--- src/design/cache_pkg.sv ---
`default_nettype none

package cache_pkg;

    ////////////////////
    // line geometry

    localparam int WORDS_PER_LINE = 4;
    localparam int OFFSET_BITS    = 2;    // word select within a line

    ////////////////////
    // payload types

    typedef logic [31:0] addr_t;          // word address, not byte
    typedef logic [31:0] word_t;

    // word 0 sits in the low bits
    typedef logic [WORDS_PER_LINE*$bits(word_t)-1:0] line_t;

endpackage

`default_nettype wire

--- src/design/data_store.sv ---
`timescale 1ns/100ps
`default_nettype none

module data_store #(
    parameter int SETS = 16
) (
    input  wire                   clk,
    input  wire                   lookup,
    input  wire cache_pkg::addr_t addr,
    input  wire                   fill,
    input  wire cache_pkg::addr_t fill_addr,
    input  wire cache_pkg::line_t fill_line,
    input  wire                   update,
    input  wire cache_pkg::word_t update_word,
    output cache_pkg::word_t      word
);

    import cache_pkg::*;

    localparam int IDX_BITS = $clog2(SETS);
    localparam int WORD_W   = $bits(word_t);

    line_t                  lines [SETS];
    logic [IDX_BITS-1:0]    idx;
    logic [OFFSET_BITS-1:0] off;
    logic [IDX_BITS-1:0]    fill_idx;
    logic [IDX_BITS-1:0]    up_idx;    // lookup position, kept for a write hit
    logic [OFFSET_BITS-1:0] up_off;

    assign idx      = addr[OFFSET_BITS +: IDX_BITS];
    assign off      = addr[OFFSET_BITS-1:0];
    assign fill_idx = fill_addr[OFFSET_BITS +: IDX_BITS];

    always_ff @(posedge clk) begin
        if (lookup) begin
            word   <= lines[idx][off*WORD_W +: WORD_W];
            up_idx <= idx;
            up_off <= off;
        end
        if (fill) begin
            lines[fill_idx] <= fill_line;    // whole line from memory
        end else if (update) begin
            lines[up_idx][up_off*WORD_W +: WORD_W] <= update_word;
        end
    end

endmodule

`default_nettype wire

--- config.mk ---
export PLATFORM = sky130hd
export DESIGN_NAME = data_store
export DESIGN_NICKNAME = d
export VERILOG_FILES = /design/src/design/cache_pkg.sv /design/src/design/data_store.sv
export SDC_FILE = /design/constraint.sdc
export NUM_CORES = 2
export LEC_CHECK = 0
export ABC_AREA = 0
export BUFFER_PORTS_ARGS = -buffer_cell sky130_fd_sc_hd__buf_2
export CORE_ASPECT_RATIO = 0.6
export CORE_UTILIZATION = 40
export CTS_BUF_LIST = sky130_fd_sc_hd__clkbuf_8
export DETAILED_ROUTE_END_ITERATION = 7
export REMOVE_ABC_BUFFERS = 1
export SYNTH_ARGS = -nofsm -noshare
export SYNTH_HDL_FRONTEND = slang
export SYNTH_SLANG_ARGS = --single-unit
export TNS_END_PERCENT = 5
--- constraint.sdc ---
create_clock -name clk -period 5.2 [get_ports clk]
set_input_delay 0.78 -clock clk [delete_from_list [all_inputs] [get_ports clk]]
set_output_delay 0.78 -clock clk [all_outputs]
set_load 0.02 [all_outputs]
==> flow_metrics.env <==
export IMPL_worst_slew_pin_slew_ps=1380
export IMPL_core_area_sq_mm=0.203
export IMPL_synth_largest_area_cell="edfxtp_1"
export IMPL_dieWidth_um=586
export IMPL_worstPathArrival_ps=5050
export IMPL_ir_drop_mv=0.214
export IMPL_pre_cts_ws_ps=881
export IMPL_grt_max_degree=75
export IMPL_cp_top_family="buffers and inverters"
export IMPL_post_cts_setup_buffers=0
export IMPL_clk_latency_ps=960
export IMPL_hpwl_mm=140
export IMPL_power_leakage_uw=0.0299
export IMPL_min_from="fill_line[26]"
export IMPL_final_core_util=0.454
export IMPL_initial_core_util=0.403
export IMPL_clk_pin_slew_worst_paths_ps=70
export IMPL_viasPerCell=5.83
export IMPL_setup_ws_ps=791
export IMPL_die_h_um=352
export IMPL_grt_pass1_vias=40400
export IMPL_cp_slowest_stage_delay_ps=820
export IMPL_worstSetupStartpointType="flip-flop"
export IMPL_maxSlewHeadroom=0.0749
export IMPL_synth_edf_count=2086
export IMPL_synthArstFlopShare=0
export IMPL_finClkSkew_ps=54.3
export IMPL_grt_overflow=0
export IMPL_synth_distinct_cells=49
export IMPL_ioPinCount=260
export IMPL_root_buffer="clkbuf_8"
export IMPL_layout_drive_gt1_share=0.317
export IMPL_antenna_found_initial=32
export IMPL_crit_type="reg -> reg"
export IMPL_rr_startpoint="up_off[0]$_DFFE_PP_"
export IMPL_cpMostUsedCell="buf_4"
export IMPL_yosys_warnings=0
export IMPL_wl_per_cell_um=33.6
export IMPL_drv_cap=0
export IMPL_num_vias=41400
export IMPL_synth_ff_type="edfxtp_1"
export IMPL_synth_area_top_cells="edfxtp_1, mux4_2, mux2i_1, nand2_1, nand3_1"
export IMPL_fmax_mhz=227
export IMPL_placed_cells=6571
export IMPL_min_delay_path_class="in -> reg"
export IMPL_worstPathCellList="inv_1 -> ha_1 -> or4_1 -> and3b_4 -> buf_4 -> buf_4 -> nand3_1 -> nand2_1"
export IMPL_fp_row_count=128
export IMPL_cts_made_buffers=302
export IMPL_layout_commonest_cell="edfxtp_1"
export IMPL_ys_seq_area_frac=0.766
export IMPL_drc_errors=0
export IMPL_finalNetCount=4377
export IMPL_cts_resized=0
export IMPL_fin_crit_sh=0.848
export IMPL_dieArea_sq_mm=0.206
export IMPL_synth_compound_area_frac=0.0106
export IMPL_final_cell_mix="edfxtp_1, mux4_2, clkbuf_8"
export IMPL_h_tree_depth=5
export IMPL_track_usage=0.230
export IMPL_p_total_uw=34100
export IMPL_slowest_stage="buf_4"
export IMPL_syn_area_sq_mm=0.0818
export IMPL_end_kind="flip-flop"
export IMPL_synth_seq_cells=2086
export IMPL_drt_iter0_markers=5723
export IMPL_crit_required_ps=5840
export IMPL_path_buf_inv=3
export IMPL_min_period_ps=4410
export IMPL_gp_congestion=0.855
export IMPL_synthAdderAreaFrac=0.000612
export IMPL_synth_xor_area_frac=0
export IMPL_worstSetupStartpoint="up_off[0]$_DFFE_PP_"
export IMPL_ctsHoldBuffers=0
export IMPL_cts_tree="built"
export IMPL_rsz0062_at_grt="false"
export IMPL_syn_inst=3703
export IMPL_drv_slew=0
export IMPL_status="complete, no violations"
export IMPL_grt_pass1_wl_mm=328
export IMPL_synthMuxAreaShare=0.178
export IMPL_synth_top_cell_area_share=0.766
export IMPL_cp_max_fo=45
export IMPL_setup_viol=0
export IMPL_cts_buffer_depth=4
export IMPL_synth_simple_area_share=0.0297
export IMPL_pwr_density_cell_mw_per_mm2=370
export IMPL_stdcell_count=7098
export IMPL_synth_top_family_by_area="multiplexers"
export IMPL_drt_total_wl_mm=238
export IMPL_io_buffers=205
export IMPL_syn_avg_cell_area_sq_um=22.1
export IMPL_firstDrtPassIters=5
export IMPL_cts_sinks=2086
export IMPL_hold_viol=0
export IMPL_area_delta_synth_final_pct=12.6
export IMPL_ant_nets=0
## layer usage
layer | track usage | up-vias | share of wire
li1 | - | 16500 | -
met1 | 0.348 | 22300 | 0.43
met2 | 0.326 | 2219 | 0.44
met3 | 0.0639 | 311 | 0.11
met4 | 0.0602 | 0 | 0.024
met5 | 0 | - | 0
## per-stage QoR
stage	hold slack (ps)	setup TNS, ps	cell area [sq um]
6_report	475	0	92100
5_1_grt	449	0	92100
4_1_cts	412	0	92100
3_5_place_dp	1020	0	86800
3_3_place_gp	1020	0	86800
2_1_floorplan	879	-3857070	80500
## synthesized netlist by cell type, types with 7 or more instances
library cell	n
edfxtp_1	2086
mux4_2	572
nand2_1	271
mux2i_1	156
nand3_1	132
clkbuf_1	71
buf_2	65
nor3_1	63
buf_4	44
a21oi_1	34
o22ai_1	30
buf_6	22
nor2_1	21
buf_1	17
a221oi_1	16
nor2b_1	9
inv_1	8
mux2_2	7
nor3_2	7
## worst paths after layout
| kind | slack [ps] | end | cells after the start |
|---|---|---|---|
| setup / recovery | 790 | lines[12][64]$_DFFE_PP_ | 8 |
| setup reg to reg | 790 | lines[12][64]$_DFFE_PP_ | 8 |
| hold / removal | 480 | lines[2][26]$_DFFE_PP_ | 3 |
| hold reg to reg | 1030 | word[5]$_DFFE_PP_ | 4 |
## flip-flops by register name, summed over array words and instances, names as in the netlist
register  cells
up_off        2
lines      2048
word         32
up_idx        4
## kinds of logic after synthesis
family                   Yosys count
AO/OA/AOI/OAI                    119
buffers and inverters            228
AND/OR/NAND/NOR                  531
multiplexers                     735
flip-flops                      2086
adder cells (fa/ha/maj)            4
## final cells by class
class / instances / area (sq um)
antenna: 7 / 17.5
fill: 17200 / 111000
tap: 2730 / 3420
clock buffer: 307 / 4230
sequential: 2086 / 62600
clock inverter: 213 / 1090
timing repair buffer: 358 / 2440
multi-input combinational: 1389 / 18300
inverter: 8 / 30.0
## worst reg2reg max path, delay by kind of cell (launching register included)
| kind | cells | cell delay [ps] |
|---|---|---|
| adders and majority gates | 1 | 360 |
| buffers and inverters | 3 | 1650 |
| DFF | 1 | 490 |
| and+or+nand+nor | 4 | 1630 |
## power by group
group	leakage (uW)	internal (uW)	switching, uW	total, uW
clock network	0.00306	5820	6300	12100
registers	0.0190	19100	94.6	19200
logic	0.00789	837	1930	2770
total	0.0299	25700	8320	34100
No activity file was read; power rests on OpenSTA's default activity.
