==> src/design/cache_pkg.sv <==
`default_nettype none

package cache_pkg;

    ////////////////////
    // line geometry

    localparam int WORDS_PER_LINE = 4;
    localparam int OFFSET_BITS    = 2;    // word select within a line

    ////////////////////
    // payload types

    typedef logic [31:0] addr_t;          // word address, not byte
    typedef logic [31:0] word_t;

    // word 0 sits in the low bits
    typedef logic [WORDS_PER_LINE*$bits(word_t)-1:0] line_t;

endpackage

`default_nettype wire

==> src/design/tag_store.sv <==
`timescale 1ns/100ps
`default_nettype none

module tag_store #(
    parameter int SETS = 16
) (
    input  wire                   clk,
    input  wire                   rst,
    input  wire                   lookup,
    input  wire cache_pkg::addr_t addr,
    input  wire                   fill,
    input  wire cache_pkg::addr_t fill_addr,
    output logic                  hit
);

    import cache_pkg::*;

    localparam int IDX_BITS = $clog2(SETS);
    localparam int TAG_LSB  = OFFSET_BITS + IDX_BITS;
    localparam int TAG_BITS = $bits(addr_t) - TAG_LSB;

    logic [SETS-1:0]     valid;
    logic [TAG_BITS-1:0] tags [SETS];
    logic [IDX_BITS-1:0] idx;
    logic [IDX_BITS-1:0] fill_idx;
    logic [TAG_BITS-1:0] tag;
    logic [TAG_BITS-1:0] fill_tag;

    assign idx      = addr[OFFSET_BITS +: IDX_BITS];
    assign tag      = addr[$bits(addr_t)-1:TAG_LSB];
    assign fill_idx = fill_addr[OFFSET_BITS +: IDX_BITS];
    assign fill_tag = fill_addr[$bits(addr_t)-1:TAG_LSB];

    always_ff @(posedge clk or negedge rst) begin
        if (!rst) begin
            valid <= '0;
            hit   <= 1'b0;
        end else begin
            hit <= lookup && valid[idx] && (tags[idx] == tag);    // one cycle after lookup
            if (fill) begin
                valid[fill_idx] <= 1'b1;
            end
        end
    end

    always_ff @(posedge clk) begin
        if (fill) begin
            tags[fill_idx] <= fill_tag;
        end
    end

endmodule

`default_nettype wire

==> config.mk <==
export PLATFORM = sky130hd
export DESIGN_NAME = tag_store
export DESIGN_NICKNAME = d
export VERILOG_FILES = /design/src/design/cache_pkg.sv /design/src/design/tag_store.sv
export SDC_FILE = /design/constraint.sdc
export NUM_CORES = 1
export LEC_CHECK = 0
export BUFFER_PORTS_ARGS = -buffer_cell sky130_fd_sc_hd__clkbuf_2
export CAP_MARGIN = 20
export CORE_AREA = 2 2 202 204
export DETAILED_ROUTE_END_ITERATION = 7
export DIE_AREA = 0 0 204 206
export HOLD_SLACK_MARGIN = 0.06
export SLEW_MARGIN = 20
export SYNTH_ARGS = -nofsm -noshare
export SYNTH_HDL_FRONTEND = slang
export SYNTH_SLANG_ARGS = --single-unit
==> constraint.sdc <==
create_clock -name clk -period 2.1 [get_ports clk]
set_input_delay 0.42 -clock clk [delete_from_list [all_inputs] [get_ports clk]]
set_output_delay 0.42 -clock clk [all_outputs]
set_load 0.01 [all_outputs]
==> results.cfg, run 1 <==
[run_status]
status = complete, but fails checks
violations = setup timing

[clock_tree]
cts.sink_count = 433
path_clk_slew_ps = 60
worstSkewPairLatency_ps = 570
numCtsBuffers = 45
cts.htree.levels = 2
postCtsSetupRepairBufs = 0
cts_buffer_depth = 3
cts-root-buf = clkbuf_16
cts_tree = done

[grt]
grt_start_max_net_pins = 31
grt_overflow = 0
grt_pass1_vias = 9530
grt_pass1_wl_um = 63600
grt.total_usage_pct = 21.3
antenna_found_initial = 1

[placed_design]
gp_congestion = 0.918
place_ws_ps = -847
dp.cells = 1541
io_buffers = 64
place_hpwl_um = 28900

[setup_path]
crit_start = tags[3][5]
reg2reg_depth = 7
start_kind = flop
crit_arrival_ps = 2840
rr_startpoint = tags[3][5]
worst_path_largest_cell_delay_ps = 470
path_max_fanout = 1
slowest_stage = mux4_2
worstPathCellList = mux4_2 > mux2i_1 > buf_4 > xnor2_1 > nand4_1 > or3_4 > a2111oi_4
crit_required_ps = 2560
worst_setup_path_end_kind = flop
critPathKind = reg2reg

[worst_hold_path]
hold_path_startpoint = fill_addr[15]
whs_path_depth = 1
min_path_type = in2reg

[timing]
clock_skew_ps = 8.32
rsz0062_at_grt = true
period_share_pct = 113
setup_violations = 1
clock.fmax_mhz = 420
whs_ps = 261
setup_ws_ps = -283
hold_violations = 0
period_minus_slack_ps = 2380
final-max-slew-violation-count = 0
slew_headroom_pct = 58.1
worst_pin_slew_ps = 613

[logic_synthesis]
synth_area_leaders = edfxtp_1 (71%), mux4_2 (10%), mux4_1 (3.7%), mux2i_1 (2.6%), dfrtp_1 (2.4%)
synth-main-ff-cell = edfxtp_1
yosysMostFrequentCell = edfxtp_1
postSynthCellCount = 856
synth_cell_type_count = 55
synth_warnings = 0
synth_nets = 924
syn_area_mm2 = 0.0176
syn_avg_cell_area_um2 = 20.6
seq_area_frac_synth_pct = 73.2
async_flop_share_pct = 3.93
ys_top_cells_by_count = edfxtp_1 (416), mux4_2 (82), mux2i_1 (46)
synth-edff-count = 416
yosysTopAreaCell = edfxtp_1
yosysTopAreaCellShare_pct = 70.8
synth.ff_latch_count = 433

[route]
wl_um = 43500
antenna_left = 0
vias = 9127
first_pass_iters = 5
via_per_inst = 5.62
first_iter_violations = 815
wl_per_cell_um = 26.8
remaining_drc_errors = 0

[floorplan]
dieArea_mm2 = 0.0420
ioPinCount = 69
core_area_mm2 = 0.0402
num_rows = 74
die_x_um = 204
die_h_um = 206
initial_core_util_pct = 43.9

[cells_and_area]
synthToLayoutAreaGrowth_pct = 20.5
nFillCells = 3218
diodes = 0
nets = 1124
instances_no_fill = 1624
drive_gt1_share_pct = 35.6

[job]
cap_violations = 0

[pwr]
ir_drop_mv = 0.637
power_density_mw_per_mm2 = 879
leakage_nw = 7.19
[cells in the final DEF, fill, tap and decap left out, drive strengths merged, types with 11 or more instances in the layout]
cell	synthesis	routed
buf	34	129
nor2	22	22
or2	20	20
edfxtp	416	416
xor2	14	14
mux4	107	107
o21ai	12	12
clkbuf	4	123
nand2	38	38
clkinv	0	17
xnor2	11	11
mux2i	46	46
inv	15	17
dfrtp	17	17
[path summary, 6_finish.rpt]
path / slack (ps) / to
worst max-delay path: -280 / hit
worst min-delay path: 260 / tags[6][9]
worst min register to register: 460 / valid[2]
min in group asynchronous: 370 / valid[11]
worst max register to register: -280 / hit
max in group asynchronous: 1380 / valid[8]
[flip-flops by register name (all words and copies together) (netlist names)]
name   count
tags     416
hit        1
valid     16
[stage by stage]
step | total power, mW | setup TNS, ps | instance area, um^2 | utilization, %
after floorplan | 10.7 | -34570 | 17700 | -
after global placement | 11.4 | -849 | 19800 | 49.3
after detailed placement | 11.4 | -847 | 19800 | 49.3
after CTS | 18.8 | -273 | 21200 | 52.7
after global routing | 19.3 | -389 | 21300 | 52.9
final | 18.7 | -283 | 21300 | 52.9
[power breakdown]
group | switching, mW | internal, mW
clock | 3.18 | 4.25
combinational | 0.805 | 0.686
sequential | 0.0613 | 9.69
total | 4.05 | 14.6
[critical path, delay by kind of cell (launching register included)]
kind	cells	cell delay (ps)
muxes	2	620
buffers and inverters	1	140
and+or+nand+nor	2	620
xor gates and xnor gates	1	200
DFF	1	360
AOI/OAI and AO/OA	1	340
[cells by family (layout without fill, tap and decap cells)]
logic type | Yosys count | count (layout) | synth area share, %
buffers and inverters | 53 | 289 | 2.22
muxes | 154 | 154 | 16.9
DFF | 433 | 433 | 73.2
and+or+nand+nor | 125 | 125 | 3.54
AOI/OAI and AO/OA | 66 | 66 | 2.96
xor gates and xnor gates | 25 | 25 | 1.24
[routing by layer]
metal | part of all wire, % | GRT usage (%) | vias up
met5 | 0.030 | 0 | -
met4 | 2.7 | 6.96 | 2
met3 | 6.2 | 3.26 | 78
met2 | 49 | 34.7 | 337
met1 | 43 | 29.7 | 4752
li1 | - | - | 3958
[layout make-up]
type,instances,area (um^2),area share (%)
Sequential cell,433,12900,60.8
Multi-Input combinational cell,370,4570,21.5
Timing Repair Buffer,191,1680,7.90
Clock buffer,62,1240,5.84
Tap cell,532,666,3.13
Clock inverter,21,125,0.589
Inverter,15,56.3,0.265
[repair_timing]
item / in CTS / in global routing
pin swaps: 5 / 6
resized for setup: 8 / 12
endpoints found under the setup margin: 1 / 1
hold endpoints to repair: 17 / 0
hold buffers: 1 / 0
Power figures use the tool's default switching activity.
==> run 2, diff against run 1 <==
--- a/config.mk
+++ b/config.mk
@@ -7,9 +7,9 @@
 export LEC_CHECK = 0
 export BUFFER_PORTS_ARGS = -buffer_cell sky130_fd_sc_hd__clkbuf_2
 export CAP_MARGIN = 20
-export CORE_AREA = 2 2 202 204
+export CORE_AREA = 2 2 269 271
 export DETAILED_ROUTE_END_ITERATION = 7
-export DIE_AREA = 0 0 204 206
+export DIE_AREA = 0 0 271 273
 export HOLD_SLACK_MARGIN = 0.06
 export SLEW_MARGIN = 20
 export SYNTH_ARGS = -nofsm -noshare
==> run 2 against run 1 <==
Largest power group unchanged. Sequential power barely moved. Clock-buffer cell count rose by 1. Clock skew rose by 8.6 ps. Design area rose by 3.2%. Highest routed layer unchanged. Total power rose by 1.9%. The flow still finishes with violations (setup timing). Global-route usage fell by 8.9 points.
==> results.cfg, run 2 (synthesis results as in run 1) <==
[cells_and_area]
fin_area_mm2 = 0.0219
multi_input_area_mm2 = 0.00456
diodes = 0
layout_common_cells = edfxtp_1 (416), buf_4 (91), mux4_2 (85)
drive_gt1_share_pct = 35.9
reg_top3 = tags (416), valid (16), hit (1)
regArea_mm2 = 0.0129
mostFrequentLayoutCell = edfxtp_1
largest_register = tags
nFillCells = 6831
largest_reg_flops = 416
synthToLayoutAreaGrowth_pct = 24.3
nets = 1126

[timing]
hold_violations = 0
slew_headroom_pct = 62.2
period_share_pct = 116
setup_violations = 1
rsz0062_at_grt = true
period_minus_slack_ps = 2430
final-max-slew-violation-count = 0
setup_ws_ps = -329
clock.fmax_mhz = 412
clock_skew_ps = 16.9
worst_pin_slew_ps = 566

[placed_design]
io_buffers = 64
place_ws_ps = -940
place_hpwl_um = 30400
placed_area_mm2 = 0.0203
gp_congestion = 0.892

[pwr]
leakage_nw = 7.25
internal-power_mw = 14.9
p_seq_share_pct = 51.2
ir_drop_mv = 0.557
clkPwrFrac_pct = 40.8
power_switching_mw = 4.15
swShare_pct = 21.8
combinationalPowerShare_pct = 8.0
power_density_mw_per_mm2 = 868

[setup_path]
reg2reg_depth = 7
critPathKind = reg2reg
worst_path_largest_cell_delay_ps = 480
worst-path-buf-inv = 0
slowest_stage = mux4_2
worstPathCellList = mux4_2 > mux2i_2 > o32ai_2 > a211oi_2 > o2111ai_2 > or3_4 > a2111oi_4
worst_setup_path_end_kind = flop
crit_required_ps = 2570
timing.rr.end = hit
start_kind = flop
rr_startpoint = tags[0][1]
cpLargestDelayFamily = compound AO/OA/AOI/OAI gates
crit_arrival_ps = 2890
rrSetupSlack_ps = -330
path_max_fanout = 2

[grt]
grt_pass1_wl_um = 66700
antenna_found_initial = 4
grt_pass1_vias = 9461
grt.total_usage_pct = 12.4
grt_overflow = 0
grt_start_max_net_pins = 30

[route]
wl_per_cell_um = 23.0
via_per_inst = 4.53
wl_um = 47000
remaining_drc_errors = 0
dr_wl_met2_um = 22000
met1_length_um = 20600
first_iter_violations = 885
wl_met3_um = 3580
vias = 9269
topRoutingLayerUsed = met5
antenna_left = 0
first_pass_iters = 7

[run_status]
violations = setup timing
status = complete, but fails checks

[clock_tree]
cts.sink_count = 433
numCtsBuffers = 46
path_clk_slew_ps = 60
cts_buffer_depth = 3
worstSkewPairLatency_ps = 570
cts-root-buf = clkbuf_16
cts.htree.levels = 2
cts_tree = done

[worst_hold_path]
whs_path_depth = 1
hold-path-endpoint = tags[8][2]
min_path_type = in2reg
hold_path_startpoint = fill_addr[8]

[floorplan]
initial_core_util_pct = 24.9
die_h_um = 273
core_area_mm2 = 0.0710
ioPinCount = 69
num_rows = 98
dieArea_mm2 = 0.0740
die_x_um = 271

[job]
cap_violations = 0
## run 2: cell count changes in the layout (fill, tap and decap cells not counted), sizes merged
cell	delta
inv	-2
bufinv	+2
clkbuf	+2
clkinv	+2
## run 2: power by group through the flow
stage | registers, mW | logic, mW | clock network (mW)
final | 9.76 | 1.52 | 7.77
after global routing | 9.77 | 1.61 | 8.26
after CTS | 9.76 | 1.49 | 7.94
after detailed placement | 9.93 | 1.47 | 0
after global placement | 9.92 | 1.45 | 0
after floorplan | 9.91 | 0.777 | 0
## run 2: cell type report
type	count	area share [%]
sequential	433	58.9
clock buffer	63	5.64
tap	950	5.42
inverter	15	0.257
timing repair buffer	192	8.05
clock inverter	23	0.941
multi-input combinational	370	20.8
## run 2: what timing repair did
action | 4_1_cts | 5_1_grt
gates cloned | 0 | 1
endpoints found under the hold margin | 17 | 0
hold buffers | 1 | 0
resized for setup | 10 | 14
pin swaps | 4 | 5
endpoints found under the setup margin | 1 | 1
buffers inserted | 1 | 1
## run 2: metal layers
metal	vias to the layer above	track usage, %
li1	3968	-
met1	4904	16.9
met2	331	19.8
met3	58	3.32
met4	8	2.94
met5	-	0
## run 2: worst max-delay path by stage
stage	end	cells after the start	start
after global routing	hit	7	tags[6][1]
after detailed placement	hit	9	addr[2]
final	hit	7	tags[0][1]
after global placement	hit	9	addr[2]
after floorplan	tags[1][0]	2	fill_addr[4]
after CTS	hit	7	tags[0][1]
## run 2: metrics by stage
| stage | power (mW) | utilization (%) | std cells | setup TNS [ps] | hold WS [ps] |
|---|---|---|---|---|---|
| floorplan | 10.7 | - | 856 | -34570 | 124 |
| global placement | 11.4 | 28.6 | 1956 | -904 | 407 |
| detailed placement | 11.4 | 28.6 | 1956 | -940 | 410 |
| CTS | 19.2 | 30.8 | 2044 | -253 | 228 |
| global route | 19.6 | 30.9 | 2046 | -383 | 265 |
| finish | 19.0 | 30.9 | 2046 | -329 | 266 |
==> run 3, diff against run 2 <==
==> constraint.sdc (replaced) <==
create_clock -name clk -period 2 [get_ports clk]
set_input_delay 0.4 -clock clk [delete_from_list [all_inputs] [get_ports clk]]
set_output_delay 0.4 -clock clk [all_outputs]
set_load 0.01 [all_outputs]
==> run 3 against run 2 <==
The run still ends with setup timing left. Sequential share of layout area grew 0.17 points. Register-to-register slack lost 160 ps. Combinational power up 5%. Critical path type unchanged. Largest cell class unchanged. Largest power group unchanged.
==> results.cfg, run 3 (synthesis results as in run 1) <==
[run_status]
status = complete, but fails checks
violations = setup timing

[grt]
antenna_found_initial = 4
grt_pass1_vias = 9611
grt_pass1_wl_um = 67600
grt_start_max_net_pins = 41
grt.total_usage_pct = 12.6
grt_overflow = 0

[setup_path]
worst_setup_path_end_kind = flop
critPathKind = reg2reg
crit_required_ps = 2460
crit_arrival_ps = 2940
start_kind = flop
path_max_fanout = 1

[timing]
period_share_pct = 124
whs_ps = 244
clock_skew_ps = 12.7
setup_violations = 1
period_minus_slack_ps = 2480
hold_violations = 0
clock.fmax_mhz = 403
rsz0062_at_grt = true
setup_ws_ps = -484
final-max-slew-violation-count = 0
slew_headroom_pct = 52.1
setup_tns_ps = -484
worst_pin_slew_ps = 701

[cells_and_area]
largest_reg_flops = 416
largest_register = tags
finish.utilization_pct = 30.8
drive_gt1_share_pct = 37.1
reg_top3 = tags (416), valid (16), hit (1)
mostFrequentLayoutCell = edfxtp_1
fin_area_mm2 = 0.0219
diodes = 0
instances_no_fill = 2050
nets = 1132
layout_common_cells = edfxtp_1 (416), buf_4 (106), mux4_2 (85)
synthToLayoutAreaGrowth_pct = 23.9

[placed_design]
place_ws_ps = -1180
place_hpwl_um = 31800
io_buffers = 64
placed_area_mm2 = 0.0204
gp_congestion = 0.887
dp.cells = 1965

[pwr]
leakage_nw = 7.27
power_switching_mw = 4.35
ir_drop_mv = 0.495
combinationalPowerShare_pct = 8.1
power_density_mw_per_mm2 = 906
finalPower_mw = 19.8
swShare_pct = 21.9
clkPwrFrac_pct = 40.2
internal-power_mw = 15.5
p_seq_share_pct = 51.7

[clock_tree]
numCtsBuffers = 45
worstSkewPairLatency_ps = 570
path_clk_slew_ps = 60
cts.htree.levels = 2
cts-root-buf = clkbuf_16
cts_buffer_depth = 3
cts_tree = done
cts.sink_count = 433

[route]
wl_per_cell_um = 23.0
vias = 9240
via_per_inst = 4.51
first_iter_violations = 832
antenna_left = 0
remaining_drc_errors = 0
first_pass_iters = 5
wl_um = 47100

[floorplan]
num_rows = 98
dieArea_mm2 = 0.0740
ioPinCount = 69
die_x_um = 271
core_area_mm2 = 0.0710
initial_core_util_pct = 24.9
die_h_um = 273

[job]
cap_violations = 0

[worst_hold_path]
min_path_type = in2reg
run 3: repair_timing:
item                                    4_1_cts  5_1_grt
hold endpoints to repair                     17        0
pin swaps                                     2        3
endpoints found under the setup margin        1        1
gates cloned                                  0        0
gates resized for setup                       8       13
hold buffers                                  1        0
buffers inserted                              0        1
run 3: layout make-up:
type | instances | area (um^2)
tap | 950 | 1190
fill | 6856 | 49100
multi-input combinational | 370 | 4580
sequential | 433 | 12900
inverter | 15 | 56.3
clock buffer | 56 | 1210
clock inverter | 27 | 186
timing repair buffer | 199 | 1730
run 3: worst paths after layout:
path,from,end,slack (ps),cells after the start
setup / recovery,tags[7][4],hit,-480,8
hold / removal,fill_addr[9],tags[10][3],240,1
setup reg to reg,tags[7][4],hit,-480,8
hold reg to reg,valid[10],valid[10],460,1
max in group asynchronous,rst,valid[10],1340,2
min in group asynchronous,rst,hit,340,2
run 3: power groups by stage:
stage	logic (mW)	registers, mW	clock network, mW
4_1_cts	1.59	10.2	8.16
6_report	1.60	10.2	7.97
5_1_grt	1.71	10.3	8.47
3_5_place_dp	1.57	10.4	0
2_1_floorplan	0.830	10.4	0
3_3_place_gp	1.55	10.4	0
run 3: critical path, stage by stage (launching register included):
cell and delay (ps):
edfxtp_1 360, mux4_2 490, mux2i_2 180, buf_4 170, xor2_2 160, buf_4 140, nand4_1 180, or3_4 390
a2111oi_4 300
run 3: metal layers:
| layer | vias to the layer above | wire length, um | global-route usage (%) |
|---|---|---|---|
| met3 | 55 | 2950 | 3.27 |
| met2 | 267 | 22200 | 20.4 |
| met4 | 8 | 884 | 3.10 |
| met1 | 4927 | 21000 | 17.1 |
| li1 | 3983 | - | - |
| met5 | - | 51 | 0 |
