**src/design/cache_pkg.sv**
```systemverilog
`default_nettype none

package cache_pkg;

    ////////////////////
    // line geometry

    localparam int WORDS_PER_LINE = 4;
    localparam int OFFSET_BITS    = 2;    // word select within a line

    ////////////////////
    // payload types

    typedef logic [31:0] addr_t;          // word address, not byte
    typedef logic [31:0] word_t;

    // word 0 sits in the low bits
    typedef logic [WORDS_PER_LINE*$bits(word_t)-1:0] line_t;

endpackage

`default_nettype wire

```
**src/design/cache_ctrl.sv**
```systemverilog
`timescale 1ns/100ps
`default_nettype none

module cache_ctrl #(
    parameter int SETS = 16
) (
    input  wire                   clk,
    input  wire                   rst,
    input  wire                   req,
    input  wire                   we,
    input  wire cache_pkg::addr_t addr,
    input  wire cache_pkg::word_t wdata,
    input  wire                   hit,
    input  wire cache_pkg::word_t word,
    input  wire cache_pkg::line_t mem_line,
    input  wire                   mem_ready,
    input  wire                   mem_busy,
    output cache_pkg::word_t      rdata,
    output logic                  busy,
    output logic                  done,
    output logic                  lookup,
    output logic                  fill,
    output logic                  update,
    output logic                  mem_rd,
    output logic                  mem_wr,
    output cache_pkg::addr_t      mem_addr,
    output cache_pkg::word_t      mem_wdata
);

    import cache_pkg::*;

    localparam int WORD_W = $bits(word_t);

    typedef enum logic [1:0] {
        idle,
        check,
        miss_wait,
        write_wait
    } state_t;

    state_t                 state;
    logic                   we_q;
    addr_t                  addr_q;
    word_t                  wdata_q;
    word_t                  rdata_q;
    logic                   sent;      // memory strobe out for this request
    logic                   done_q;
    logic                   read_hit;
    logic                   arrive;
    logic [OFFSET_BITS-1:0] off;

    // index field is taken straight from the address bits
    if (SETS < 2 || (SETS & (SETS - 1)) != 0) begin : g_sets_check
        $error("SETS must be a power of two");
    end

    ////////////////////
    // decode

    assign off      = addr_q[OFFSET_BITS-1:0];
    assign read_hit = (state == check) && !we_q && hit;
    assign arrive   = (state == miss_wait) && sent && mem_ready && !done_q;    // first ready cycle

    assign lookup = (state == idle) && req;
    assign fill   = arrive;
    assign update = (state == check) && we_q && hit;    // no write allocate

    assign mem_rd = !mem_busy && (((state == check) && !we_q && !hit) ||
                                  ((state == miss_wait) && !sent));
    assign mem_wr = !mem_busy && (((state == check) && we_q) ||
                                  ((state == write_wait) && !sent));

    assign mem_addr  = addr_q;
    assign mem_wdata = wdata_q;

    assign busy  = (state != idle);
    assign done  = read_hit || done_q;
    assign rdata = (state == check) ? word : rdata_q;

    ////////////////////
    // sequencing

    always_ff @(posedge clk or negedge rst) begin
        if (!rst) begin
            state  <= idle;
            we_q   <= 1'b0;
            sent   <= 1'b0;
            done_q <= 1'b0;
        end else begin
            case (state)
                idle: begin
                    if (req) begin
                        state <= check;
                        we_q  <= we;
                    end
                end
                check: begin
                    sent <= mem_rd || mem_wr;    // memory may still be holding ready
                    if (read_hit) begin
                        state <= idle;
                    end else if (we_q) begin
                        state <= write_wait;
                    end else begin
                        state <= miss_wait;
                    end
                end
                miss_wait: begin
                    if (mem_rd) begin
                        sent <= 1'b1;
                    end
                    if (done_q) begin
                        state  <= idle;
                        done_q <= 1'b0;
                    end else if (arrive) begin
                        done_q <= 1'b1;
                    end
                end
                default: begin
                    if (mem_wr) begin
                        sent <= 1'b1;
                    end
                    if (done_q) begin
                        state  <= idle;
                        done_q <= 1'b0;
                    end else if (sent && !mem_busy) begin
                        done_q <= 1'b1;    // write has landed
                    end
                end
            endcase
        end
    end

    always_ff @(posedge clk) begin
        if (lookup) begin
            addr_q  <= addr;
            wdata_q <= wdata;
        end
        if (arrive) begin
            rdata_q <= mem_line[off*WORD_W +: WORD_W];
        end
    end

    a_done_busy: assert property (@(posedge clk) disable iff (!rst)
        done |-> (state != idle) ##1 (state == idle));

endmodule

`default_nettype wire

```
**config.mk**
```make
export PLATFORM = sky130hd
export DESIGN_NAME = cache_ctrl
export DESIGN_NICKNAME = d
export VERILOG_FILES = /design/src/design/cache_pkg.sv /design/src/design/cache_ctrl.sv
export SDC_FILE = /design/constraint.sdc
export NUM_CORES = 1
export LEC_CHECK = 0
export BUFFER_PORTS_ARGS = -buffer_cell sky130_fd_sc_hd__buf_4
export CAP_MARGIN = 15
export CORE_AREA = 10 10 123 125
export CTS_CLUSTER_DIAMETER = 200
export DETAILED_ROUTE_END_ITERATION = 8
export DIE_AREA = 0 0 133 135
export GPL_TIMING_DRIVEN = 0
export PLACE_DENSITY = 0.73
export REMOVE_ABC_BUFFERS = 1
export SYNTH_ARGS = -nofsm -noshare
export SYNTH_HDL_FRONTEND = slang
export SYNTH_SLANG_ARGS = --single-unit
```
**constraint.sdc**
```tcl
create_clock -name clk -period 6.1 [get_ports clk]
set_input_delay 1.22 -clock clk [delete_from_list [all_inputs] [get_ports clk]]
set_output_delay 1.22 -clock clk [all_outputs]
set_load 0.03 [all_outputs]
```
==> impl_metrics.xml, run 1 <==
<?xml version="1.0" encoding="UTF-8"?>
<metrics>
  <group name="hold_path">
    <metric name="min_delay_startpoint" unit="">done_q</metric>
    <metric name="min-delay-path-class" unit="">flip-flop to flip-flop</metric>
    <metric name="hold-path-cell-count" unit="">1</metric>
    <metric name="hold-path-endpoint" unit="">state[0]</metric>
  </group>
  <group name="outcome">
    <metric name="run_status" unit="">completed</metric>
  </group>
  <group name="layout">
    <metric name="post_route_cells_drive_above_1_share" unit="%">74.2</metric>
    <metric name="final_core_util" unit="%">60.1</metric>
    <metric name="multiInputGateArea" unit="um2">1420</metric>
    <metric name="area_growth_syn_to_layout" unit="%">64.8</metric>
    <metric name="most-common-layout-cells" unit="">sky130_fd_sc_hd__buf_4 (333), sky130_fd_sc_hd__edfxtp_1 (96), sky130_fd_sc_hd__mux2_4 (27)</metric>
    <metric name="layout.cells.most_common" unit="">sky130_fd_sc_hd__buf_4</metric>
    <metric name="num-nets-final" unit="">776</metric>
    <metric name="final_layout_fill_cell_count" unit="">981</metric>
    <metric name="final-seq-area" unit="um2">3010</metric>
    <metric name="antennaDiodeCount" unit="">0</metric>
  </group>
  <group name="synth">
    <metric name="synth_sequential_area_ratio" unit="%">65.7</metric>
    <metric name="ys.warnings.count" unit="">0</metric>
    <metric name="post-synth-top-area-fraction" unit="%">63.0</metric>
    <metric name="synth.avg_cell_area" unit="um2">21.9</metric>
    <metric name="netlist_area" unit="um2">4580</metric>
    <metric name="synthDominantAreaCellType" unit="">sky130_fd_sc_hd__edfxtp_1</metric>
    <metric name="post_synth_inst_count" unit="">209</metric>
    <metric name="synthTopCellsByArea" unit="">sky130_fd_sc_hd__edfxtp_1 (63%), sky130_fd_sc_hd__mux2_4 (8.9%), sky130_fd_sc_hd__mux4_1 (8.6%)</metric>
    <metric name="unique_masters_post_synth" unit="">26</metric>
    <metric name="synth-seq-cells" unit="">101</metric>
  </group>
  <group name="clock_tree">
    <metric name="clock_tree_from_tritoncts" unit="">built</metric>
    <metric name="clk_transition_reported_paths" unit="ps">70</metric>
    <metric name="cts.root.buffer_cell" unit="">sky130_fd_sc_hd__clkbuf_16</metric>
    <metric name="cts_inserted_buffers" unit="">9</metric>
    <metric name="worstSkewPairLatency" unit="ps">340</metric>
    <metric name="hold_buffers" unit="">0</metric>
    <metric name="htree_num_levels" unit="">3</metric>
    <metric name="cts_num_sinks" unit="">101</metric>
    <metric name="cts_repair_resize_count" unit="">0</metric>
    <metric name="cts_max_path_buffers" unit="">2</metric>
    <metric name="post_cts_buffers" unit="">0</metric>
  </group>
  <group name="power_and_ir_drop">
    <metric name="power_per_cell_area" unit="nW/um2">367</metric>
    <metric name="leakage" unit="nW">3.32</metric>
    <metric name="peak_supply_drop" unit="V">0.000132</metric>
  </group>
  <group name="die">
    <metric name="fp-row-count" unit="">41</metric>
    <metric name="pin_count" unit="">334</metric>
    <metric name="full_die_area" unit="um2">18000</metric>
    <metric name="floorplan.die.height" unit="um">135</metric>
    <metric name="core_region_area" unit="um2">12600</metric>
    <metric name="die_width" unit="um">133</metric>
    <metric name="floorplan.initialDensity" unit="%">36.4</metric>
  </group>
  <group name="timing">
    <metric name="worst_clock_skew_on_the_final_layout" unit="ps">8.35</metric>
    <metric name="final_critical_path_setup_slack" unit="ps">2270</metric>
    <metric name="worst_slew_pin_slew" unit="ps">934</metric>
    <metric name="setup_viol" unit="">0</metric>
    <metric name="layout_min_cycle_time" unit="ps">3830</metric>
    <metric name="timing_hold_violations_final" unit="">0</metric>
    <metric name="post_route_clock_period_utilization" unit="%">62.9</metric>
    <metric name="finalMaxSlewViolations" unit="">0</metric>
    <metric name="max_clock_freq" unit="MHz">261</metric>
    <metric name="finalSetupTns" unit="ps">0</metric>
    <metric name="worst_slew_margin_rel" unit="%">37.6</metric>
    <metric name="fin_worst_hold_slack" unit="ps">563</metric>
    <metric name="rsz0062_at_grt" unit="">false</metric>
  </group>
  <group name="routing">
    <metric name="detailedRoute.firstIterationViolations" unit="">193</metric>
    <metric name="dr_total_vias" unit="">3466</metric>
    <metric name="via_per_inst" unit="">4.80</metric>
    <metric name="drc" unit="">0</metric>
    <metric name="ant_nets" unit="">0</metric>
    <metric name="drt-wirelength-per-cell" unit="um">23.8</metric>
    <metric name="drt_pre_antenna_iters" unit="">6</metric>
    <metric name="routed_wl" unit="um">17200</metric>
  </group>
  <group name="placement">
    <metric name="detailedPlace.worstSlack" unit="ps">2250</metric>
    <metric name="gp_congestion" unit="">0.774</metric>
    <metric name="sum_of_net_half_perimeters_after_detailed_placement" unit="um">14700</metric>
    <metric name="buffer_ports.inserted" unit="">333</metric>
  </group>
  <group name="critical_path">
    <metric name="critical_path_arrival" unit="ps">2610</metric>
    <metric name="path_delay_family" unit="">simple AND/OR/NAND/NOR gates</metric>
    <metric name="r2r_start" unit="">state[1]</metric>
    <metric name="critical_path.max_fanout" unit="">37</metric>
    <metric name="cells_along_the_critical_path" unit="">buf_4 &gt; inv_1 &gt; nor2_4 &gt; buf_12 &gt; buf_4</metric>
    <metric name="timing.critical_path.from" unit="">req</metric>
    <metric name="critical_path.endpoint_type" unit="">output pin</metric>
    <metric name="crit_path_start_kind" unit="">primary input</metric>
    <metric name="reg2reg_setup_slack" unit="ps">3910</metric>
    <metric name="critical_path.max_stage_delay" unit="ps">730</metric>
    <metric name="required" unit="ps">4880</metric>
    <metric name="critical-path-top-cell-by-count" unit="">sky130_fd_sc_hd__buf_4</metric>
    <metric name="r2r.worst_path.cells" unit="">3</metric>
    <metric name="cp.buffers_inverters" unit="">4</metric>
    <metric name="timing.setup.critical_path_class" unit="">primary input to output pin</metric>
    <metric name="critical_path.reg2reg.endpoint" unit="">mem_wdata[15]</metric>
    <metric name="crit_slowest_cell" unit="">sky130_fd_sc_hd__nor2_4</metric>
  </group>
  <group name="global_route">
    <metric name="antenna_violations_before_repair" unit="">0</metric>
    <metric name="grt_max_degree" unit="">38</metric>
    <metric name="globalRouteOverflowTotal" unit="">0</metric>
    <metric name="via_count_of_the_first_global_routing_pass" unit="">3872</metric>
    <metric name="global_route_wire_length_before_repair" unit="um">24300</metric>
    <metric name="gr-usage-all-layers" unit="%">18.1</metric>
  </group>
  <group name="job">
    <metric name="maxCapViolations" unit="">0</metric>
  </group>
</metrics>
## cells by family (layout without fill, tap and decap cells)
logic type             after synthesis  count (layout)  synth area share, %
and+or+nand+nor                     16              16                 2.08
muxes                               66              66                 27.5
AOI/OAI and AO/OA                    9               9                 1.37
DFF                                101             101                 65.7
buffers and inverters               17             358                 3.36
## sequential cells by signal, indices dropped and copies added (netlist names)
signal / flops
done_q: 1
mem_addr: 32
mem_wdata: 32
rdata_q: 32
sent: 1
state: 2
we_q: 1
## metal layers
metal	share of wire [%]	GRT usage, %	wire [um]	vias up
met5	0	0	0	-
met1	34	18.0	5910	1646
met3	11	7.79	1850	21
met2	53	32.7	9040	242
li1	-	-	-	1557
met4	2.3	6.91	387	0
## worst max-delay path by stage
stage / end / cells after the start
final: lookup / 5
after global routing: lookup / 5
after CTS: lookup / 5
after detailed placement: lookup / 5
after global placement: lookup / 4
after floorplan: fill / 2
## worst reg2reg max path, cell delays in order, from the launching register on
cell and delay [ps]:
sky130_fd_sc_hd__dfrtp_1 520, sky130_fd_sc_hd__or2_4 330, sky130_fd_sc_hd__nor2_4 710, sky130_fd_sc_hd__buf_12 300
## stage by stage
step           instances  power, mW  area (um2)
3_3_place_gp         701       2.20        7160
6_report             722       2.77        7550
4_1_cts              722       2.80        7550
2_1_floorplan        196       1.74        4440
5_1_grt              722       2.88        7550
3_5_place_dp         706       2.26        7270
## synth_stat cells, drive strengths merged
cell type,number
a211oi,1
a21o,1
dfrtp,5
o21ai,1
nand2,4
a22oi,1
nor2b,4
nor2,5
o2bb2ai,1
mux2,33
o221ai,1
edfxtp,96
buf,13
mux2i,1
o22ai,2
inv,4
or2,1
a21oi,1
mux4,32
and3,2
## report_power, final
part	leakage (nW)	internal (mW)	switching (mW)	total, mW
registers	0.945	0.937	0.0748	1.01
clock network	0.142	0.283	0.263	0.545
logic	2.23	0.548	0.663	1.21
total	3.32	1.77	1.00	2.77
## cell type report
| class | instances | share of cell area [%] |
|---|---|---|
| sequential | 101 | 39.8 |
| clock buffer | 9 | 2.98 |
| timing repair buffer | 338 | 34.6 |
| multi-input combinational | 91 | 18.8 |
| inverter | 4 | 0.199 |
| clock inverter | 7 | 0.746 |
| tap | 172 | 2.85 |
(Power assumes the default switching activity.)
==> inputs of run 2 (changes only) <==
Settings changed: CORE_AREA 10 10 123 125 to not set, CORE_MARGIN set to 10, CORE_UTILIZATION set to 37, DIE_AREA 0 0 133 135 to not set, PLACE_DENSITY 0.73 to 0.77.
Clock period 6.1 ns to 3.4 ns, I/O delays scaled along.
==> run 2 against run 1 <==
Net effect: worst hold slack worse by 440 ps; combinational power is 81% higher; critical path depth down 1; sequential power grew 79%; flip-flop and latch count did not move; register-to-register slack lost 2400 ps; clock skew barely moved; core utilization up 3.2 points.
==> impl_metrics.xml, run 2 (same netlist as run 1, synthesis figures left out) <==
<?xml version="1.0" encoding="UTF-8"?>
<metrics>
  <group name="die">
    <metric name="pin_count" unit="">334</metric>
    <metric name="floorplan.initialDensity" unit="%">38.0</metric>
    <metric name="floorplan.die.height" unit="um">131</metric>
    <metric name="full_die_area" unit="um2">17200</metric>
    <metric name="die_width" unit="um">131</metric>
    <metric name="fp-row-count" unit="">40</metric>
    <metric name="core_region_area" unit="um2">12100</metric>
  </group>
  <group name="clock_tree">
    <metric name="cts_max_path_buffers" unit="">2</metric>
    <metric name="cts_num_sinks" unit="">101</metric>
    <metric name="cts.root.buffer_cell" unit="">sky130_fd_sc_hd__clkbuf_16</metric>
    <metric name="clk_transition_reported_paths" unit="ps">80</metric>
    <metric name="post_cts_buffers" unit="">0</metric>
    <metric name="cts_inserted_buffers" unit="">9</metric>
    <metric name="hold_buffers" unit="">0</metric>
    <metric name="htree_num_levels" unit="">3</metric>
    <metric name="worstSkewPairLatency" unit="ps">340</metric>
    <metric name="cts_repair_resize_count" unit="">0</metric>
    <metric name="clock_tree_from_tritoncts" unit="">built</metric>
  </group>
  <group name="global_route">
    <metric name="global_route_wire_length_before_repair" unit="um">24000</metric>
    <metric name="globalRouteOverflowTotal" unit="">0</metric>
    <metric name="antenna_violations_before_repair" unit="">0</metric>
    <metric name="grt_max_degree" unit="">34</metric>
    <metric name="gr-usage-all-layers" unit="%">18.5</metric>
    <metric name="via_count_of_the_first_global_routing_pass" unit="">3857</metric>
  </group>
  <group name="layout">
    <metric name="final-seq-area" unit="um2">3010</metric>
    <metric name="post_route_cells_drive_above_1_share" unit="%">74.2</metric>
    <metric name="antennaDiodeCount" unit="">0</metric>
    <metric name="area_growth_syn_to_layout" unit="%">66.5</metric>
    <metric name="layout.cells.most_common" unit="">sky130_fd_sc_hd__buf_4</metric>
    <metric name="final_layout_fill_cell_count" unit="">865</metric>
    <metric name="finish.cell_count_without_fillers" unit="">719</metric>
    <metric name="multiInputGateArea" unit="um2">1420</metric>
    <metric name="most-common-layout-cells" unit="">sky130_fd_sc_hd__buf_4 (333), sky130_fd_sc_hd__edfxtp_1 (96), sky130_fd_sc_hd__mux2_4 (27)</metric>
    <metric name="num-nets-final" unit="">777</metric>
  </group>
  <group name="placement">
    <metric name="buffer_ports.inserted" unit="">333</metric>
    <metric name="sum_of_net_half_perimeters_after_detailed_placement" unit="um">14100</metric>
    <metric name="placed_cells_incl_taps" unit="">703</metric>
    <metric name="gp_congestion" unit="">0.824</metric>
  </group>
  <group name="critical_path">
    <metric name="required" unit="ps">2720</metric>
    <metric name="timing.setup.critical_path_class" unit="">flip-flop to output pin</metric>
    <metric name="cp.buffers_inverters" unit="">2</metric>
    <metric name="crit_slowest_cell" unit="">sky130_fd_sc_hd__nor2b_4</metric>
    <metric name="reg2reg_setup_slack" unit="ps">1510</metric>
    <metric name="critical_path.endpoint_type" unit="">output pin</metric>
    <metric name="critical_path.max_fanout" unit="">22</metric>
    <metric name="critical_path.max_stage_delay" unit="ps">570</metric>
    <metric name="crit_path_start_kind" unit="">flip-flop</metric>
    <metric name="r2r_start" unit="">state[1]</metric>
    <metric name="path_delay_family" unit="">simple AND/OR/NAND/NOR gates</metric>
    <metric name="r2r.worst_path.cells" unit="">4</metric>
    <metric name="critical_path.reg2reg.endpoint" unit="">mem_wdata[1]</metric>
    <metric name="cells_along_the_critical_path" unit="">nor2b_4 &gt; buf_12 &gt; mux2_2 &gt; buf_4</metric>
    <metric name="critical_path_arrival" unit="ps">2280</metric>
  </group>
  <group name="power_and_ir_drop">
    <metric name="leakage" unit="nW">3.35</metric>
    <metric name="power_per_cell_area" unit="nW/um2">672</metric>
    <metric name="p_int" unit="mW">3.34</metric>
    <metric name="share_comb_of_total_power" unit="%">42.8</metric>
    <metric name="peak_supply_drop" unit="V">0.000296</metric>
    <metric name="power.clock.fraction" unit="%">22.0</metric>
    <metric name="p_switching" unit="mW">1.78</metric>
    <metric name="power.switching_fraction" unit="%">34.8</metric>
    <metric name="seq_power_share" unit="%">35.3</metric>
  </group>
  <group name="job">
    <metric name="maxCapViolations" unit="">0</metric>
  </group>
  <group name="timing">
    <metric name="worst_slew_margin_rel" unit="%">46.9</metric>
    <metric name="post_route_clock_period_utilization" unit="%">87.0</metric>
    <metric name="worst_slew_pin_slew" unit="ps">797</metric>
    <metric name="timing_hold_violations_final" unit="">0</metric>
    <metric name="layout_min_cycle_time" unit="ps">2960</metric>
    <metric name="rsz0062_at_grt" unit="">false</metric>
    <metric name="setup_viol" unit="">0</metric>
    <metric name="finalMaxSlewViolations" unit="">0</metric>
    <metric name="finalSetupTns" unit="ps">0</metric>
    <metric name="worst_clock_skew_on_the_final_layout" unit="ps">8.52</metric>
    <metric name="max_clock_freq" unit="MHz">338</metric>
  </group>
  <group name="routing">
    <metric name="detailedRoute.firstIterationViolations" unit="">137</metric>
    <metric name="drt_pre_antenna_iters" unit="">4</metric>
    <metric name="drt-wirelength-per-cell" unit="um">23.0</metric>
    <metric name="via_per_inst" unit="">4.74</metric>
    <metric name="routed_wl" unit="um">16500</metric>
    <metric name="drc" unit="">0</metric>
    <metric name="dr_total_vias" unit="">3405</metric>
    <metric name="ant_nets" unit="">0</metric>
  </group>
  <group name="hold_path">
    <metric name="min-delay-path-class" unit="">primary input to asynchronous set/reset pin</metric>
  </group>
  <group name="outcome">
    <metric name="run_status" unit="">completed</metric>
  </group>
</metrics>
## run 2: cell types whose count changed in the layout (fill, tap and decap cells not counted)
cell,delta
sky130_fd_sc_hd__bufinv_16,+2
sky130_fd_sc_hd__clkinv_2,-2
sky130_fd_sc_hd__clkinvlp_4,+2
sky130_fd_sc_hd__inv_6,-2
sky130_fd_sc_hd__buf_12,+1
sky130_fd_sc_hd__buf_16,+1
sky130_fd_sc_hd__buf_8,-1
sky130_fd_sc_hd__clkinv_4,-1
sky130_fd_sc_hd__inv_8,+1
## run 2: routing by layer
metal / track usage [%] / vias up / share of wire, %
li1: - / 1553 / -
met1: 18.1 / 1610 / 34
met2: 33.8 / 224 / 53
met3: 8.92 / 18 / 11
met4: 4.94 / 0 / 1.5
met5: 0 / - / 0
## run 2: layout make-up
class | count | share of cell area (%)
well taps | 168 | 2.76
repair buffers | 339 | 34.7
inverters | 4 | 0.197
multi-input cells | 91 | 18.6
clock buffers | 9 | 2.95
clock inverters | 7 | 1.39
flip-flops and latches | 101 | 39.4
## run 2: power by group through the flow
stage	clock (mW)	sequential, mW	combinational (mW)
detailed placement	0	1.83	2.22
global placement	0	1.87	2.06
CTS	1.15	1.81	2.22
floorplan	0	2.12	0.999
finish	1.12	1.81	2.19
global route	1.20	1.83	2.30
## run 2: worst max path at each step
stage | slack [ps] | startpoint | depth (start not counted) | to
after floorplan | 740 | state[0] | 3 | mem_rd
after global placement | 150 | req | 4 | lookup
after detailed placement | 750 | mem_ready | 4 | fill
after CTS | 440 | state[0] | 4 | rdata[31]
after global routing | 340 | state[0] | 4 | rdata[31]
final | 440 | state[0] | 4 | rdata[31]
## run 2: stage by stage
stage	cell area, um2	hold slack (ps)	worst slack, ps	utilization, %	total power [mW]
floorplan	4440	384	736	-	3.12
global placement	7150	488	147	59.3	3.93
detailed placement	7290	488	753	60.5	4.05
CTS	7630	113	440	63.2	5.18
global route	7630	105	338	63.2	5.33
finish	7630	122	441	63.2	5.12
## run 2: worst register-to-register path: cells and delay by family, from the launching register on
family | cells | cell delay [ps]
flops | 1 | 520
simple gates | 2 | 570
buf+inv | 2 | 480
